$ cat src/common/pkt_pkg.sv
package pkt_pkg;

  // ~~~~~~~~~~~~~~~~~~~~~~~~~~~~~~
  // Beat and counter types
  // ~~~~~~~~~~~~~~~~~~~~~~~~~~~~~~

  typedef logic [7:0] beat_data_t;   // One payload byte.

  // One stream beat, payload plus end-of-frame flag.
  typedef struct packed {
    beat_data_t data;
    logic       last;
  } stream_beat_t;

  typedef logic [15:0] frame_count_t;   // Frame tally.

  localparam frame_count_t FRAME_COUNT_MAX = '1;   // Saturation value.

  // ~~~~~~~~~~~~~~~~~~~~~~~~~~~~~~
  // Default sizes
  // ~~~~~~~~~~~~~~~~~~~~~~~~~~~~~~

  // Buffer depth is 2**DEF_ADDR_WIDTH beats.
  localparam int DEF_ADDR_WIDTH = 4;

  // Legal frame length range, in beats.
  localparam int DEF_MIN_BEATS = 2;
  localparam int DEF_MAX_BEATS = 24;

endpackage

$ cat src/axis_fifo/axis_fifo.sv
`timescale 1ns/1ns

module axis_fifo #(
  parameter int ADDR_WIDTH     = 4,
  parameter bit DROP_WHEN_FULL = 1'b0
) (
  input  logic                  clk,
  input  logic                  rst,

  // Write side.
  input  pkt_pkg::stream_beat_t s_beat,
  input  logic                  s_valid,
  output logic                  s_ready,
  input  logic                  s_bad,

  // Read side.
  output pkt_pkg::stream_beat_t m_beat,
  output logic                  m_valid,
  input  logic                  m_ready,

  // Frame status pulses.
  output logic                  good_frame,
  output logic                  bad_frame,
  output logic                  overflow
);

  localparam int DEPTH = 2 ** ADDR_WIDTH;

  typedef logic [ADDR_WIDTH:0]   ptr_t;    // Extra bit tells full from empty.
  typedef logic [ADDR_WIDTH-1:0] addr_t;

  pkt_pkg::stream_beat_t mem [DEPTH];

  ptr_t wr_ptr;            // Committed, visible to the reader.
  ptr_t wr_ptr_next;
  ptr_t wr_ptr_cur;        // Frame being written.
  ptr_t wr_ptr_cur_next;
  ptr_t rd_ptr;
  ptr_t rd_ptr_next;

  logic full_cur;
  logic full_wr;
  logic empty;

  logic write;
  logic read;
  logic store_output;

  logic drop_frame;
  logic drop_frame_next;
  logic good_next;
  logic bad_next;
  logic overflow_next;

  pkt_pkg::stream_beat_t mem_rd_beat;
  logic                  mem_rd_valid;
  logic                  mem_rd_valid_next;
  logic                  m_valid_next;

  assign full_cur = (wr_ptr_cur[ADDR_WIDTH] != rd_ptr[ADDR_WIDTH]) &&
                    (addr_t'(wr_ptr_cur) == addr_t'(rd_ptr));
  // Current frame alone fills the whole memory.
  assign full_wr  = (wr_ptr[ADDR_WIDTH] != wr_ptr_cur[ADDR_WIDTH]) &&
                    (addr_t'(wr_ptr) == addr_t'(wr_ptr_cur));
  assign empty    = (wr_ptr == rd_ptr);

  assign s_ready = !full_cur || full_wr || DROP_WHEN_FULL;

  // ~~~~~~~~~~~~~~~~~~~~~~~~~~~~~~
  // Write side
  // ~~~~~~~~~~~~~~~~~~~~~~~~~~~~~~

  always_comb begin
    write           = 1'b0;
    drop_frame_next = drop_frame;
    good_next       = 1'b0;
    bad_next        = 1'b0;
    overflow_next   = 1'b0;
    wr_ptr_next     = wr_ptr;
    wr_ptr_cur_next = wr_ptr_cur;
    if (s_valid && s_ready) begin
      if (full_cur || full_wr || drop_frame) begin
        // Frame does not fit. Swallow it up to its last beat.
        drop_frame_next = 1'b1;
        if (s_beat.last) begin
          wr_ptr_cur_next = wr_ptr;
          drop_frame_next = 1'b0;
          // A length error outranks lack of space.
          if (s_bad) begin
            bad_next = 1'b1;
          end else begin
            overflow_next = 1'b1;
          end
        end
      end else begin
        write           = 1'b1;
        wr_ptr_cur_next = wr_ptr_cur + 1'b1;
        if (s_beat.last) begin
          if (s_bad) begin
            wr_ptr_cur_next = wr_ptr;   // Rewind.
            bad_next        = 1'b1;
          end else begin
            wr_ptr_next = wr_ptr_cur + 1'b1;   // Commit.
            good_next   = 1'b1;
          end
        end
      end
    end
  end

  always_ff @(posedge clk) begin
    if (rst) begin
      wr_ptr     <= '0;
      wr_ptr_cur <= '0;
      drop_frame <= 1'b0;
      good_frame <= 1'b0;
      bad_frame  <= 1'b0;
      overflow   <= 1'b0;
    end else begin
      wr_ptr     <= wr_ptr_next;
      wr_ptr_cur <= wr_ptr_cur_next;
      drop_frame <= drop_frame_next;
      good_frame <= good_next;
      bad_frame  <= bad_next;
      overflow   <= overflow_next;
    end
  end

  always_ff @(posedge clk) begin
    if (write) begin
      mem[addr_t'(wr_ptr_cur)] <= s_beat;
    end
  end

  // ~~~~~~~~~~~~~~~~~~~~~~~~~~~~~~
  // Read pipeline
  // ~~~~~~~~~~~~~~~~~~~~~~~~~~~~~~

  always_comb begin
    read              = 1'b0;
    rd_ptr_next       = rd_ptr;
    mem_rd_valid_next = mem_rd_valid;
    if (store_output || !mem_rd_valid) begin
      if (!empty) begin
        read              = 1'b1;
        rd_ptr_next       = rd_ptr + 1'b1;
        mem_rd_valid_next = 1'b1;
      end else begin
        mem_rd_valid_next = 1'b0;
      end
    end
  end

  // Output register takes a new beat when empty or accepted.
  assign store_output = m_ready || !m_valid;
  assign m_valid_next = store_output ? mem_rd_valid : m_valid;

  always_ff @(posedge clk) begin
    if (rst) begin
      rd_ptr       <= '0;
      mem_rd_valid <= 1'b0;
      m_valid      <= 1'b0;
    end else begin
      rd_ptr       <= rd_ptr_next;
      mem_rd_valid <= mem_rd_valid_next;
      m_valid      <= m_valid_next;
    end
  end

  always_ff @(posedge clk) begin
    if (read) begin
      mem_rd_beat <= mem[addr_t'(rd_ptr)];
    end
    if (store_output) begin
      m_beat <= mem_rd_beat;
    end
  end

endmodule

$ cat src/rtl/frame_len_check.sv
`timescale 1ns/1ns

module frame_len_check #(
  parameter int MIN_BEATS = 2,
  parameter int MAX_BEATS = 24
) (
  input  logic                  clk,
  input  logic                  rst,

  // Upstream stream.
  input  pkt_pkg::stream_beat_t s_beat,
  input  logic                  s_valid,
  output logic                  s_ready,

  // Towards the frame FIFO.
  output pkt_pkg::stream_beat_t chk_beat,
  output logic                  chk_valid,
  input  logic                  chk_ready,
  output logic                  chk_bad
);

  // Room for MAX_BEATS+2 so count plus one never wraps.
  localparam int CNT_WIDTH = $clog2(MAX_BEATS + 3);

  typedef logic [CNT_WIDTH-1:0] beat_cnt_t;

  localparam beat_cnt_t CNT_SAT = beat_cnt_t'(MAX_BEATS + 1);

  beat_cnt_t beat_cnt;
  beat_cnt_t beats_incl;    // Beats of the frame so far, current beat included.
  logic      xfer;

  // ~~~~~~~~~~~~~~~~~~~~~~~~~~~~~~
  // Pass-through handshake
  // ~~~~~~~~~~~~~~~~~~~~~~~~~~~~~~

  assign chk_beat  = s_beat;
  assign chk_valid = s_valid;
  assign s_ready   = chk_ready;

  assign xfer = s_valid && chk_ready;

  // ~~~~~~~~~~~~~~~~~~~~~~~~~~~~~~
  // Length check
  // ~~~~~~~~~~~~~~~~~~~~~~~~~~~~~~

  assign beats_incl = beat_cnt + 1'b1;

  always_comb begin
    chk_bad = 1'b0;
    if (s_beat.last) begin
      chk_bad = (beats_incl < beat_cnt_t'(MIN_BEATS)) ||
                (beats_incl > beat_cnt_t'(MAX_BEATS));
    end
  end

  // Saturates past the upper limit, so long frames stay flagged.
  always_ff @(posedge clk) begin
    if (rst) begin
      beat_cnt <= '0;
    end else if (xfer) begin
      if (s_beat.last) begin
        beat_cnt <= '0;
      end else if (beat_cnt != CNT_SAT) begin
        beat_cnt <= beat_cnt + 1'b1;
      end
    end
  end

endmodule

$ cat src/rtl/frame_stats.sv
`timescale 1ns/1ns

module frame_stats (
  input  logic                  clk,
  input  logic                  rst,

  // One-cycle pulses from the frame FIFO.
  input  logic                  good_frame,
  input  logic                  bad_frame,
  input  logic                  overflow,

  output pkt_pkg::frame_count_t good_count,
  output pkt_pkg::frame_count_t bad_count,
  output pkt_pkg::frame_count_t overflow_count
);

  // Increment unless already at all ones.
  function automatic pkt_pkg::frame_count_t sat_inc(
    input pkt_pkg::frame_count_t cnt,
    input logic                  inc
  );
    pkt_pkg::frame_count_t res;
    res = cnt;
    if (inc && (cnt != pkt_pkg::FRAME_COUNT_MAX)) begin
      res = cnt + 1'b1;
    end
    return res;
  endfunction

  // ~~~~~~~~~~~~~~~~~~~~~~~~~~~~~~
  // Counters
  // ~~~~~~~~~~~~~~~~~~~~~~~~~~~~~~

  always_ff @(posedge clk) begin
    if (rst) begin
      good_count     <= '0;
      bad_count      <= '0;
      overflow_count <= '0;
    end else begin
      good_count     <= sat_inc(good_count, good_frame);
      bad_count      <= sat_inc(bad_count, bad_frame);
      overflow_count <= sat_inc(overflow_count, overflow);   // Dropped for space.
    end
  end

endmodule

$ cat src/rtl/pkt_buffer.sv
`timescale 1ns/1ns

module pkt_buffer #(
  parameter int ADDR_WIDTH     = pkt_pkg::DEF_ADDR_WIDTH,
  parameter int MIN_BEATS      = pkt_pkg::DEF_MIN_BEATS,
  parameter int MAX_BEATS      = pkt_pkg::DEF_MAX_BEATS,
  parameter bit DROP_WHEN_FULL = 1'b1
) (
  input  logic                  clk,
  input  logic                  rst,

  input  pkt_pkg::stream_beat_t s_beat,
  input  logic                  s_valid,
  output logic                  s_ready,

  output pkt_pkg::stream_beat_t m_beat,
  output logic                  m_valid,
  input  logic                  m_ready,

  output pkt_pkg::frame_count_t good_count,
  output pkt_pkg::frame_count_t bad_count,
  output pkt_pkg::frame_count_t overflow_count
);

  // Checker to FIFO.
  pkt_pkg::stream_beat_t chk_beat;
  logic                  chk_valid;
  logic                  chk_ready;
  logic                  chk_bad;

  // FIFO to statistics.
  logic good_frame;
  logic bad_frame;
  logic overflow;

  frame_len_check #(
    .MIN_BEATS (MIN_BEATS),
    .MAX_BEATS (MAX_BEATS)
  ) frame_len_check_i (
    .clk       (clk),
    .rst       (rst),
    .s_beat    (s_beat),
    .s_valid   (s_valid),
    .s_ready   (s_ready),
    .chk_beat  (chk_beat),
    .chk_valid (chk_valid),
    .chk_ready (chk_ready),
    .chk_bad   (chk_bad)
  );

  axis_fifo #(
    .ADDR_WIDTH     (ADDR_WIDTH),
    .DROP_WHEN_FULL (DROP_WHEN_FULL)
  ) axis_fifo_i (
    .clk        (clk),
    .rst        (rst),
    .s_beat     (chk_beat),
    .s_valid    (chk_valid),
    .s_ready    (chk_ready),
    .s_bad      (chk_bad),
    .m_beat     (m_beat),
    .m_valid    (m_valid),
    .m_ready    (m_ready),
    .good_frame (good_frame),
    .bad_frame  (bad_frame),
    .overflow   (overflow)
  );

  frame_stats frame_stats_i (
    .clk            (clk),
    .rst            (rst),
    .good_frame     (good_frame),
    .bad_frame      (bad_frame),
    .overflow       (overflow),
    .good_count     (good_count),
    .bad_count      (bad_count),
    .overflow_count (overflow_count)
  );

endmodule
$ cat config.mk
export PLATFORM = sky130hd
export DESIGN_NAME = pkt_buffer
export DESIGN_NICKNAME = d
export VERILOG_FILES = /design/src/common/pkt_pkg.sv /design/src/axis_fifo/axis_fifo.sv /design/src/rtl/frame_len_check.sv /design/src/rtl/frame_stats.sv /design/src/rtl/pkt_buffer.sv
export SDC_FILE = /design/constraint.sdc
export NUM_CORES = 1
export LEC_CHECK = 0
export BUFFER_PORTS_ARGS = -buffer_cell sky130_fd_sc_hd__buf_2
export CELL_PAD_IN_SITES_DETAIL_PLACEMENT = 1
export CELL_PAD_IN_SITES_GLOBAL_PLACEMENT = 1
export CORE_MARGIN = 4
export CORE_UTILIZATION = 43
export CTS_BUF_LIST = sky130_fd_sc_hd__clkbuf_8
export DETAILED_ROUTE_END_ITERATION = 8
export GPL_TIMING_DRIVEN = 1
export PLACE_DENSITY = 0.77
export SLEW_MARGIN = 20
export SYNTH_ARGS = -nofsm -noshare
export SYNTH_HDL_FRONTEND = slang
export SYNTH_SLANG_ARGS = --single-unit
export TNS_END_PERCENT = 5
$ cat constraint.sdc
create_clock -name clk -period 3 [get_ports clk]
set_input_delay 0 -clock clk [delete_from_list [all_inputs] [get_ports clk]]
set_output_delay 0 -clock clk [all_outputs]
set_load 0.01 [all_outputs]
**Yosys cells after proc, flatten, opt, wreduce, memory -nomap -nowiden**

Memory sizes are Yosys's and may differ from the RTL's. A register that Yosys moved wholly into a read port is not among the register bits.
Cells that the tools add are included.

- Bits in registers: 83
- RAM bits: 144
- Input bits: 13
- Output and inout bits: 59
- Logic and storage cells: 76
- Memories kept: 1

- Add/subtract/negate cells: 6
- Magnitude comparators: 2
- Equality and inequality tests: 10
- Mux-type cells: 17
- Bitwise operators: 4
- Reduce and logical (&&, ||, !) cells: 21

Memories:

| name | words | width | read ports | clocked after memory_dff | write ports | RTL line | text |
|---|---|---|---|---|---|---|---|
| axis_fifo_i.mem | 16 | 9 | 1 | 1 | 1 | axis_fifo.sv:32 | `pkt_pkg::stream_beat_t mem [DEPTH];` |

Operators by type and width:

| kind | number |
|---|---|
| 16-bit by 1-bit adder with 16-bit output (second input constant) | 3 |
| 16-bit inequality test (second input constant) | 3 |
| 5-bit two-way mux | 6 |
| 5-bit by 1-bit adder with 5-bit output (second input constant) | 3 |
| 1-bit two-way mux | 11 |
| 3-bit OR reduction | 3 |
| 4-bit equality test | 2 |
| 2-bit AND reduction | 4 |
| 5-bit equality test | 1 |
| 5-bit greater-than comparator (second input constant) | 1 |
| 1-bit logical AND | 5 |
| 1-bit logical OR | 5 |
| 5-bit by 2-bit less-than comparator with 1-bit output (second input constant) | 1 |
| 5-bit inequality test (second input constant) | 1 |
| 1-bit inverter | 4 |
| 3-bit AND reduction | 1 |
| 1-bit zero test | 2 |
| 1-bit inequality test | 2 |
| 2-bit inequality test (second input constant) | 1 |
| 2-bit nonzero test | 1 |

**Longest topological paths before layout**

Gate-level depths: netlist of the first run.

- Depth in word-level cells: 8
- Depth in mapped cells: 8
- Gate-level depth less buffers: 7

**By module**

A second synthesis of the first run with hierarchy kept.

- Cell total of the unflattened synthesis: 705
- Area total of the unflattened synthesis: 9965.8 um2

Modules (own cells, without submodules):

| module | times used | cells an instance | area an instance (um2) | sequential area each (um2) |
|---|---|---|---|---|
| axis_fifo | 1 | 368 | 7175.6 | 5285.1 |
| frame_stats | 1 | 290 | 2396.0 | 960.9 |
| frame_len_check | 1 | 47 | 394.1 | 100.1 |

**Worst setup path after synthesis of the first run**

OpenSTA, ideal clock, no wires.

- Kind: register -> register
- Start: reg axis_fifo_i.rd_ptr[0]
- End: reg, netlist name axis_fifo_i.mem_rd_beat[0]
- Setup time: 0.272 ns
- Arrival time: 1.781 ns
- Data required time: 2.728 ns
- Path slack: 0.947 ns
- Stages on the path, launching flop included: 6
- Path buffers: 3
- Clock period less this slack: 2.053 ns
- Cells stage by stage: dfxtp_1 > clkbuf_1 > buf_6 > buf_6 > mux4_2 > mux4_2

- Cells in the longest elaborated chain, start to end: 3

RTL lines:

| item | RTL line | text |
|---|---|---|
| start, declared | axis_fifo.sv:38 | `ptr_t rd_ptr;` |
| start signal, assigned | axis_fifo.sv:164 | `rd_ptr <= rd_ptr_next;` |
| 5-bit equality test | axis_fifo.sv:65 | `assign empty = (wr_ptr == rd_ptr);` |
| 1-bit two-way mux | axis_fifo.sv:144 | `if (!empty) begin` |
| 1-bit two-way mux | axis_fifo.sv:143 | `if (store_output \|\| !mem_rd_valid) begin` |

Parallel ways exist; a longest one is shown, timed or not.
A chain may end at the register's enable or synchronous reset.

**Worst setup path after layout of the first run**

- Start: reg frame_len_check_i.beat_cnt[0]
- End: reg axis_fifo_i.wr_ptr_cur[1]

- Cells in the longest elaborated chain, start to end: 7
- Elaborated cells between the ends (all ways): 8
- Those cells by class: 1 x add/sub; 2 x order compare; 4 x mux; 1 x reduce/logical

RTL lines:

| item | RTL line | text |
|---|---|---|
| start, declared | frame_len_check.sv:29 | `beat_cnt_t beat_cnt;` |
| start signal, assigned | frame_len_check.sv:65 | `beat_cnt <= beat_cnt + 1'b1;` |
| 5-bit by 1-bit adder with 5-bit output (*) | frame_len_check.sv:47 | `assign beats_incl = beat_cnt + 1'b1;` |
| 5-bit by 2-bit less-than comparator with 1-bit output or 5-bit greater-than comparator (tied branches) | frame_len_check.sv:52, frame_len_check.sv:53 |  |
| 1-bit logical OR (*) | frame_len_check.sv:52 | `chk_bad = (beats_incl < beat_cnt_t'(MIN_BEATS)) \|\|` |
| 1-bit two-way mux (*) | frame_len_check.sv:51 | `if (s_beat.last) begin` |
| 5-bit two-way mux (*) | axis_fifo.sv:99 | `if (s_bad) begin` |
| 5-bit two-way mux (*) | axis_fifo.sv:98 | `if (s_beat.last) begin` |
| 5-bit two-way mux (*) | axis_fifo.sv:82 | `if (full_cur \|\| full_wr \|\| drop_frame) begin` |
| end signal, assigned | axis_fifo.sv:121 | `wr_ptr_cur <= wr_ptr_cur_next;` |
| end, declared | axis_fifo.sv:36 | `ptr_t wr_ptr_cur;` |

Every way passes the cells marked *; elsewhere a longest branch is shown, timed or not.

==> impl_metrics.csv, run 1 <==
group,metric,value,unit
clocking,cts_resized,0,
final_layout,stdcell_count,1088,
setup_path,worstReg2RegEnd,"axis_fifo_i.wr_ptr_cur[1]",
yosys,synth_fa_ha_area_share,1.40,%
yosys,synth_compound_area_share,4.66,%
detailed_routing,drtPass1Iterations,4,
yosys,synth-simple-area-share,10.9,%
yosys,yosysWarnings,0,
timing,fmax,0.421,GHz
run,maxCapViolCount,0,
yosys,synth_cell_types,61,
yosys,ys.flop_type,"edfxtp_1",
timing,fin_crit_sh,79.3,%
placement,placed_cells,1008,
yosys,synth_xor_area_share,5.69,%
detailed_routing,wl_per_cell,21.3,um
die,die_w,159,um
detailed_routing,ant_nets,0,
yosys,synth_cells,671,
timing,tns,0,ns
yosys,synth_seq_area_share,64.4,%
timing,fin_crit,2.38,ns
clocking,path_clk_slew,0.06,ns
yosys,synth-edff-count,162,
yosys,syn-cell-area,0.00985,mm^2
timing,finalSetupViolCount,0,
global_route,grt_antenna_before_repair,0,
global_route,grt_pass1_wl,37400,um
setup_path,r2r_setup_slack,0.62,ns
status,status,"finished, final reports clean",
setup_path,critical-path-slowest-cell,"dfxtp_1",
detailed_routing,detail_route.iter0.violations,428,
setup_path,cp_max_fo,9,
die,dieArea,0.0254,mm^2
detailed_routing,drc,0,
worst_hold_path,hp-class,"input port to flip-flop",
clocking,numCtsBuffers,39,
timing,hold_ws,0.0189,ns
setup_path,crit_arrival,2.80,ns
yosys,syn-mean-instance-area,14.7,um^2
final_layout,final_nets,799,
power,cellLeakagePower,4.04,nW
yosys,ys_seq_elements,236,
worst_hold_path,min_delay_path_depth,2,
timing,hold_viol,0,
global_route,grt_use_total,18.4,%
yosys,synth.area.mux_share,10.7,%
placement,dp_hpwl,15500,um
setup_path,crit_type,"flip-flop to flip-flop",
yosys,synthesis.nets,695,
final_layout,syn_to_final_growth,14.7,%
detailed_routing,vias_per_cell,5.59,
clocking,numClockSinks,236,
power,powerDensity,678,mW/mm^2
final_layout,final_util,50.1,%
global_route,grt_max_degree,39,
setup_path,slowest_delay,0.49,ns
setup_path,reg2reg_depth,7,
final_layout,drive_gt1_share,24.3,%
timing,finClkSkew,0.0194,ns
timing,slew_violations,0,
die,core-area,0.0226,mm^2
detailed_routing,num_vias,6087,
power,ir_drop,0.266,mV
worst_hold_path,hold_start,"rst",
clocking,cts_tree,"yes",
placement,io_buffers,70,
final_layout,diodes,0,
timing,tightest_slew,0.725,ns
clocking,clock_latency,0.53,ns
die,ios,72,
clocking,clock_path_buffers,3,
setup_path,critPathCaptureType,"flip-flop",
die,die_h,159,um
placement,gp_congestion,0.809,
setup_path,rr_startpoint,"frame_len_check_i.beat_cnt[0]",
global_route,grt_pass1_vias,6624,
clocking,cts_htree_levels,2,
setup_path,crit_chain,"ha_1 > nand3_2 > xor2_1 > nand3_1 > a21oi_1 > o31ai_1 > a311oi_1",
setup_path,critPathRequiredTime,3.42,ns
detailed_routing,wl,23200,um
yosys,synth_top_family_by_area,"simple AND/OR/NAND/NOR gates",
timing,rsz0062_at_grt,"no",
worst_hold_path,whs_endpoint,"frame_len_check_i.beat_cnt[0]",
setup_path,start_kind,"flip-flop",
timing,max_slew_margin,51.7,%
die,row_count,55,
yosys,async_reset_ff_share,0,%
global_route,overflow,0,
clocking,root_buffer,"clkbuf_8",
die,start_util,43.6,%
==> where the power goes <==
group | switching [mW] | leakage (nW) | internal (mW)
combinational | 0.670 | 1.55 | 0.552
clock | 1.26 | 0.410 | 1.35
sequential | 0.0944 | 2.08 | 3.74
==> per-stage QoR <==
| step | total power, mW | instance area [um^2] | setup slack [ns] |
|---|---|---|---|
| 2_1_floorplan | 4.72 | 9850 | 0.947 |
| 3_3_place_gp | 5.07 | 10500 | 0.857 |
| 3_5_place_dp | 5.13 | 10500 | 0.684 |
| 4_1_cts | 7.75 | 11300 | 0.655 |
| 5_1_grt | 8.03 | 11300 | 0.456 |
| 6_report | 7.66 | 11300 | 0.622 |
==> cell usage in the layout (no fill, tap or decap), types with 3 or more instances in the layout <==
master	instances
nor3_1	17
nand3_1	32
and2_1	3
buf_4	11
dlygate4sd3_1	11
mux2i_1	4
nand4_1	13
edfxtp_1	162
and4_1	7
xor2_1	39
nor2b_1	3
a211oi_1	6
clkbuf_8	44
dfxtp_1	73
nor2_1	69
a31oi_1	6
inv_1	23
and3_1	26
mux4_2	45
o21ai_0	6
clkinv_1	6
ha_1	11
xnor2_1	25
buf_2	70
clkinv_2	4
a21oi_1	19
nand2_1	23
==> logic make-up (layout without fill, tap and decap cells) <==
| logic type | count (synthesis) | after routing |
|---|---|---|
| AO/OA/AOI/OAI | 61 | 61 |
| XOR/XNOR | 64 | 64 |
| adder cells (fa/ha/maj) | 11 | 11 |
| buffers and inverters | 40 | 172 |
| flip-flops | 236 | 236 |
| multiplexers | 49 | 49 |
| other | 1 | 1 |
| AND/OR/NAND/NOR | 209 | 209 |
==> critical path, delay by kind of cell, from the launching register on <==
kind	cells	cell delay, ns
AOI/OAI and AO/OA	3	0.84
DFF	1	0.49
adders and majority gates	1	0.34
and+or+nand+nor	2	0.34
xor gates and xnor gates	1	0.26
==> worst max-delay path by stage <==
stage	end	start	slack, ns
4_1_cts	axis_fifo_i.wr_ptr_cur[1]	frame_len_check_i.beat_cnt[0]	0.65
3_3_place_gp	axis_fifo_i.wr_ptr_cur[3]	frame_len_check_i.beat_cnt[0]	0.86
3_5_place_dp	axis_fifo_i.wr_ptr_cur[1]	frame_len_check_i.beat_cnt[0]	0.68
2_1_floorplan	axis_fifo_i.mem_rd_beat[0]	axis_fifo_i.rd_ptr[0]	0.95
5_1_grt	axis_fifo_i.wr_ptr_cur[1]	frame_len_check_i.beat_cnt[0]	0.46
6_report	axis_fifo_i.wr_ptr_cur[1]	frame_len_check_i.beat_cnt[0]	0.62
==> Yosys cell counts (3+ instances only) <==
| master | number | area, um^2 |
|---|---|---|
| and2_1 | 3 | 18.8 |
| edfxtp_1 | 162 | 4860 |
| and3_1 | 26 | 163 |
| o21ai_0 | 6 | 30.0 |
| dfxtp_1 | 74 | 1480 |
| nor2b_1 | 3 | 18.8 |
| a21oi_1 | 19 | 95.1 |
| nand4_1 | 13 | 81.3 |
| mux4_2 | 45 | 1010 |
| nand2_1 | 23 | 86.3 |
| a31oi_1 | 6 | 37.5 |
| a211oi_1 | 6 | 45.0 |
| nand3_1 | 32 | 160 |
| nor3_1 | 17 | 85.1 |
| and4_1 | 7 | 61.3 |
| mux2i_1 | 4 | 40.0 |
| buf_2 | 5 | 25.0 |
| ha_1 | 11 | 138 |
| xor2_1 | 39 | 342 |
| nor2_1 | 69 | 259 |
| xnor2_1 | 25 | 219 |
| clkbuf_1 | 14 | 52.6 |
| inv_1 | 11 | 41.3 |
| buf_6 | 5 | 56.3 |
==> what timing repair did <==
item / in CTS / in global routing
endpoints found under the hold margin: 139 / 0
hold buffers: 11 / 0
setup buffers: 0 / 0
==> layer usage <==
metal / part of all wire, % / track usage, % / routed length [um]
met2: 49 / 30.2 / 11300
met3: 6.5 / 4.25 / 1510
met1: 44 / 25.2 / 10100
met5: 0 / 0 / 0
met4: 1.2 / 4.06 / 289
==> registers in the layout, summed over array words and instances (netlist names) <==
name	count
axis_fifo_i.m_beat	9
axis_fifo_i.mem	144
axis_fifo_i.m_valid	1
frame_stats_i.bad_count	16
axis_fifo_i.good_frame	1
axis_fifo_i.mem_rd_beat	9
axis_fifo_i.wr_ptr	5
axis_fifo_i.wr_ptr_cur	5
axis_fifo_i.rd_ptr	5
axis_fifo_i.bad_frame	1
frame_stats_i.overflow_count	16
axis_fifo_i.overflow	1
axis_fifo_i.drop_frame	1
frame_stats_i.good_count	16
frame_len_check_i.beat_cnt	5
axis_fifo_i.mem_rd_valid	1
==> cell type report <==
type | count | area (um^2)
clock buffer | 44 | 606
sequential | 236 | 6350
inverter | 11 | 41.3
clock inverter | 25 | 111
tap | 285 | 357
timing repair buffer | 92 | 543
fill | 2257 | 11300
multi-input combinational | 395 | 3290
No activity file was read; power rests on OpenSTA's default activity.
==> inputs of run 2 (changes only) <==
--- a/config.mk
+++ b/config.mk
@@ -13,7 +13,7 @@
 export CTS_BUF_LIST = sky130_fd_sc_hd__clkbuf_8
 export DETAILED_ROUTE_END_ITERATION = 8
 export GPL_TIMING_DRIVEN = 1
-export PLACE_DENSITY = 0.77
+export PLACE_DENSITY = 0.8
 export SLEW_MARGIN = 20
 export SYNTH_ARGS = -nofsm -noshare
 export SYNTH_HDL_FRONTEND = slang
==> constraint.sdc (replaced) <==
create_clock -name clk -period 2.1 [get_ports clk]
set_input_delay 0 -clock clk [delete_from_list [all_inputs] [get_ports clk]]
set_output_delay 0 -clock clk [all_outputs]
set_load 0.01 [all_outputs]
==> impl_metrics.csv, run 2 (synthesis gave the netlist of run 1 again) <==
group,metric,value,unit
setup_path,critPathRequiredTime,2.53,ns
timing,layout_setup_ws,0.0469,ns
setup_path,crit_arrival,2.49,ns
setup_path,start_kind,"flip-flop",
final_layout,mostFrequentLayoutCells,"edfxtp_1 (162), dfxtp_1 (71), buf_2 (70)",
timing,finalSetupViolCount,0,
final_layout,regMostFlops,"axis_fifo_i.mem",
die,die_w,159,um
power,cellLeakagePower,4.27,nW
final_layout,n_fill_cell,2278,
power,powerDensity,959,mW/mm^2
clocking,clock_latency,0.54,ns
placement,dp_hpwl,15100,um
timing,finClkSkew,0.0157,ns
power,ir_drop,0.361,mV
worst_hold_path,hold_start,"s_valid",
final_layout,syn_to_final_growth,18.4,%
detailed_routing,drtPass1Iterations,5,
placement,gp_congestion,0.808,
die,die_h,159,um
die,core-area,0.0226,mm^2
clocking,clock_path_buffers,3,
global_route,grt_pass1_vias,6575,
final_layout,drive_gt1_share,28.8,%
setup_path,rr_startpoint,"frame_len_check_i.beat_cnt[0]",
die,dieArea,0.0254,mm^2
detailed_routing,wl_per_cell,20.3,um
timing,max_slew_margin,53.4,%
global_route,grt_antenna_before_repair,0,
final_layout,layout_commonest_cell,"edfxtp_1",
final_layout,final_nets,835,
placement,io_buffers,70,
clocking,path_clk_slew,0.06,ns
detailed_routing,num_vias,6136,
setup_path,setup.worst_path.start,"frame_len_check_i.beat_cnt[0]",
timing,rsz0062_at_grt,"yes",
detailed_routing,detail_route.iter0.violations,366,
timing,fmax,0.487,GHz
final_layout,diodes,0,
clocking,post_cts_buffers,0,
global_route,grt_max_degree,41,
clocking,root_buffer,"clkbuf_8",
detailed_routing,vias_per_cell,5.45,
power,total_power,11.2,mW
status,status,"finished, final reports clean",
die,row_count,55,
timing,fin_crit,2.05,ns
detailed_routing,drc,0,
final_layout,largest_reg_flops,144,
clocking,cts_htree_levels,2,
timing,tightest_slew,0.699,ns
clocking,cts_tree,"yes",
final_layout,register_area,0.00635,mm^2
timing,fin_crit_sh,97.8,%
global_route,grt_use_total,18.2,%
final_layout,multi_input_area,0.00332,mm^2
run,maxCapViolCount,0,
setup_path,critPathCaptureType,"flip-flop",
detailed_routing,ant_nets,0,
global_route,overflow,0,
timing,hold_viol,0,
setup_path,crit_type,"flip-flop to flip-flop",
global_route,grt_pass1_wl,37100,um
timing,slew_violations,0,
placement,post-place-ws,0.0240,ns
clocking,numCtsBuffers,42,
die,ios,72,
setup_path,cp_max_fo,6,
timing,hold_ws,0.337,ns
setup_path,r2r_setup_slack,0.05,ns
detailed_routing,wl,22900,um
worst_hold_path,hp-class,"input port to flip-flop",
clocking,numClockSinks,236,
die,start_util,43.6,%
-- run 2: cell count changes in the layout (fill, tap and decap cells not counted), sizes merged --
cell	before	now
clkbuf	44	46
clkinv	10	5
inv	24	33
clkinvlp	2	1
buf	81	113
dlygate4sd3	11	12
-- run 2: path summary, 6_finish.rpt --
check                                            endpoint  cells past startpoint
worst min register to register      axis_fifo_i.m_beat[4]                      0
worst min-delay path               axis_fifo_i.drop_frame                      4
worst max-delay path            axis_fifo_i.wr_ptr_cur[3]                      7
worst max register to register  axis_fifo_i.wr_ptr_cur[3]                      7
-- run 2: metal layers --
metal | part of all wire (%) | wire length (um) | GRT usage (%) | vias to the layer above
met5 | 0 | 0 | 0 | -
met4 | 2.0 | 463 | 5.80 | 0
met3 | 4.3 | 987 | 3.24 | 39
met2 | 49 | 11200 | 29.9 | 168
met1 | 45 | 10300 | 24.7 | 3090
li1 | - | - | - | 2839
-- run 2: final cells by class --
cell class	count	area share (%)
inverter	11	0.354
clock buffer	46	5.43
timing repair buffer	125	7.28
sequential	236	54.4
multi-input combinational	395	28.4
tap	285	3.06
clock inverter	28	1.02
-- run 2: worst max-delay path, cell delays in order (launching register included) --
cell,delay (ns)
dfxtp_1,0.33
ha_1,0.26
nand3_2,0.10
xor2_1,0.18
a211o_1,0.32
a21o_1,0.28
a2111o_1,0.38
o32ai_1,0.12
-- run 2: timing repair --
| item | CTS | global route |
|---|---|---|
| resized for setup | 1 | 19 |
| setup endpoints to repair | 4 | 140 |
| endpoints found under the hold margin | 144 | 0 |
| hold buffers | 12 | 0 |
| pin swaps | 0 | 1 |
-- run 2: where the power goes --
part / switching [mW] / internal (mW)
sequential: 0.118 / 5.35
clock: 1.81 / 2.01
combinational: 0.984 / 0.921
total: 2.91 / 8.28
-- run 2: through the flow --
| step | instance area, um^2 | setup TNS, ns | instances | utilization, % |
|---|---|---|---|---|
| after detailed placement | 10800 | 0 | 1040 | 47.6 |
| after CTS | 11600 | 0 | 1126 | 51.5 |
| after global routing | 11700 | -0.196 | 1126 | 51.7 |
| final | 11700 | 0 | 1126 | 51.7 |
| after floorplan | 9850 | 0 | 671 | - |
| after global placement | 10800 | 0 | 1040 | 47.6 |
==> inputs of run 3 (changes only) <==
--- a/config.mk
+++ b/config.mk
@@ -13,9 +13,9 @@
 export CTS_BUF_LIST = sky130_fd_sc_hd__clkbuf_8
 export DETAILED_ROUTE_END_ITERATION = 8
 export GPL_TIMING_DRIVEN = 1
-export PLACE_DENSITY = 0.8
+export PLACE_DENSITY = 0.77
 export SLEW_MARGIN = 20
 export SYNTH_ARGS = -nofsm -noshare
 export SYNTH_HDL_FRONTEND = slang
 export SYNTH_SLANG_ARGS = --single-unit
-export TNS_END_PERCENT = 5
+export TNS_END_PERCENT = 100
==> constraint.sdc (replaced) <==
create_clock -name clk -period 1.9 [get_ports clk]
set_input_delay 0 -clock clk [delete_from_list [all_inputs] [get_ports clk]]
set_output_delay 0 -clock clk [all_outputs]
set_load 0.01 [all_outputs]
==> impl_metrics.csv, run 3 (synthesis gave the netlist of run 1 again) <==
group,metric,value,unit
setup_path,critPathCaptureType,"flip-flop",
final_layout,largest_reg_flops,144,
detailed_routing,vias_per_cell,5.58,
detailed_routing,wl_per_cell,23.0,um
final_layout,layout_commonest_cell,"edfxtp_1",
setup_path,crit_chain,"ha_4 > nand3_4 > xor2_4 > a211o_1 > a21o_1 > a2111o_1 > o32ai_2",
global_route,grt_max_degree,40,
clocking,clock_latency,0.54,ns
final_layout,n_fill_cell,2238,
global_route,use_met3,4.19,%
setup_path,setup.worst_path.start,"frame_len_check_i.beat_cnt[0]",
clocking,path_clk_slew,0.07,ns
global_route,use_met1,26.5,%
global_route,overflow,0,
detailed_routing,num_vias,6557,
timing,fin_crit_sh,108,%
setup_path,crit_type,"flip-flop to flip-flop",
final_layout,regMostFlops,"axis_fifo_i.mem",
worst_hold_path,hp-class,"input port to flip-flop",
global_route,grt_util_met2,35.5,%
timing,fin_crit,2.05,ns
placement,dp_hpwl,17700,um
global_route,grt_use_total,20.7,%
power,powerDensity,1040,mW/mm^2
die,die_w,159,um
clocking,cts_htree_levels,2,
placement,gp_congestion,0.862,
clocking,numClockSinks,236,
die,row_count,55,
run,maxCapViolCount,0,
setup_path,crit_arrival,2.50,ns
clocking,cts_tree,"yes",
timing,finClkSkew,0.0190,ns
power,cellLeakagePower,4.57,nW
final_layout,diodes,0,
die,die_h,159,um
final_layout,syn_to_final_growth,26.1,%
timing,layout_setup_ws,-0.150,ns
timing,tightest_slew,0.827,ns
detailed_routing,drc,0,
detailed_routing,drtPass1Iterations,5,
final_layout,final_util,55.0,%
global_route,top_usage_layer,"met2",
power,ir_drop,0.461,mV
die,dieArea,0.0254,mm^2
die,ios,72,
final_layout,mostFrequentLayoutCells,"edfxtp_1 (162), buf_4 (82), buf_2 (70)",
setup_path,slowest_delay,0.41,ns
global_route,grt_pass1_vias,7212,
final_layout,drive_gt1_share,38.6,%
die,core-area,0.0226,mm^2
setup_path,start_kind,"flip-flop",
global_route,grt_pass1_wl,41300,um
timing,hold_viol,0,
timing,rsz0062_at_grt,"yes",
timing,tns,-0.839,ns
timing,max_slew_margin,44.9,%
timing,slew_violations,0,
timing,fmax,0.488,GHz
setup_path,rr_startpoint,"frame_len_check_i.beat_cnt[0]",
detailed_routing,detail_route.iter0.violations,439,
final_layout,final_nets,886,
clocking,clock_path_buffers,3,
clocking,numCtsBuffers,40,
die,start_util,43.6,%
detailed_routing,ant_nets,0,
setup_path,endpoint,"axis_fifo_i.wr_ptr_cur[3]",
clocking,root_buffer,"clkbuf_8",
setup_path,cp_max_fo,4,
status,status,"finished with violations",
placement,io_buffers,70,
global_route,grt_antenna_before_repair,1,
setup_path,critPathRequiredTime,2.35,ns
setup_path,r2r_setup_slack,-0.15,ns
setup_path,worstReg2RegEnd,"axis_fifo_i.wr_ptr_cur[3]",
setup_path,reg2reg_depth,7,
timing,finalSetupViolCount,14,
detailed_routing,wl,27000,um
setup_path,critical-path-slowest-cell,"a2111o_1",
status,failed_checks,"negative setup slack",
-- run 3: cell count changes in the layout (fill, tap and decap cells not counted), moves of 7 or more --
cell,previous run,this run
and3_1,14,7
buf_4,36,82
dfxtp_1,71,61
dfxtp_2,3,10
inv_1,32,23
nor3_1,17,10
-- run 3: worst max-delay path, delay by kind of cell (launching register included) --
family                     cells  cell delay (ns)
AOI/OAI and AO/OA              4             1.15
DFF                            1             0.37
adders and majority gates      1             0.16
xor gates and xnor gates       1             0.17
and+or+nand+nor                1             0.10
-- run 3: worst min-delay path by stage --
| stage | slack, ns | to | from | cells after the start |
|---|---|---|---|---|
| floorplan | 0.1 | axis_fifo_i.mem[0][0] | s_beat[0] | 0 |
| detailed placement | 0.32 | axis_fifo_i.drop_frame | s_valid | 3 |
| global route | 0.06 | frame_stats_i.overflow_count[6] | rst | 2 |
| finish | 0.06 | frame_stats_i.overflow_count[3] | rst | 2 |
| global placement | 0.30 | axis_fifo_i.drop_frame | s_valid | 3 |
| CTS | 0.02 | frame_stats_i.overflow_count[6] | rst | 2 |
-- run 3: final cells by class --
cell class	instances	area (um^2)	area share, %
Timing Repair Buffer	178	1350	10.9
Clock inverter	30	193	1.55
Clock buffer	41	564	4.54
Sequential cell	236	6370	51.3
Tap cell	285	357	2.87
Multi-Input combinational cell	395	3550	28.6
Inverter	11	41.3	0.332
-- run 3: metal layers --
layer	part of all wire, %	vias to the layer above
li1	-	2939
met1	41	3347
met2	50	210
met3	5.5	59
met4	2.9	2
met5	0.048	-
-- run 3: stage by stage --
stage / total power, mW / instance area, um^2 / hold slack [ns] / std cells / setup slack [ns]
floorplan: 7.52 / 9920 / 0.0989 / 671 / -0.0188
global placement: 8.30 / 11100 / 0.304 / 1074 / -0.316
detailed placement: 8.39 / 11100 / 0.320 / 1074 / -0.421
CTS: 12.9 / 12200 / 0.0170 / 1168 / -0.118
global route: 13.5 / 12400 / 0.0595 / 1176 / -0.192
finish: 13.0 / 12400 / 0.0581 / 1176 / -0.150
-- run 3: where the power goes --
part	internal, mW	switching (mW)	leakage (nW)	total, mW
combinational	1.26	1.30	2.07	2.56
sequential	5.91	0.146	2.08	6.06
clock	2.29	2.05	0.413	4.35
-- run 3: repair_timing --
| item | 4_1_cts | 5_1_grt |
|---|---|---|
| setup endpoints to repair | 165 | 67 |
| endpoints found under the hold margin | 136 | 0 |
| hold buffers | 11 | 0 |
| gates resized for setup | 21 | 42 |
| pin swaps | 9 | 21 |
| gates cloned | 1 | 1 |
| buffers inserted | 11 | 7 |
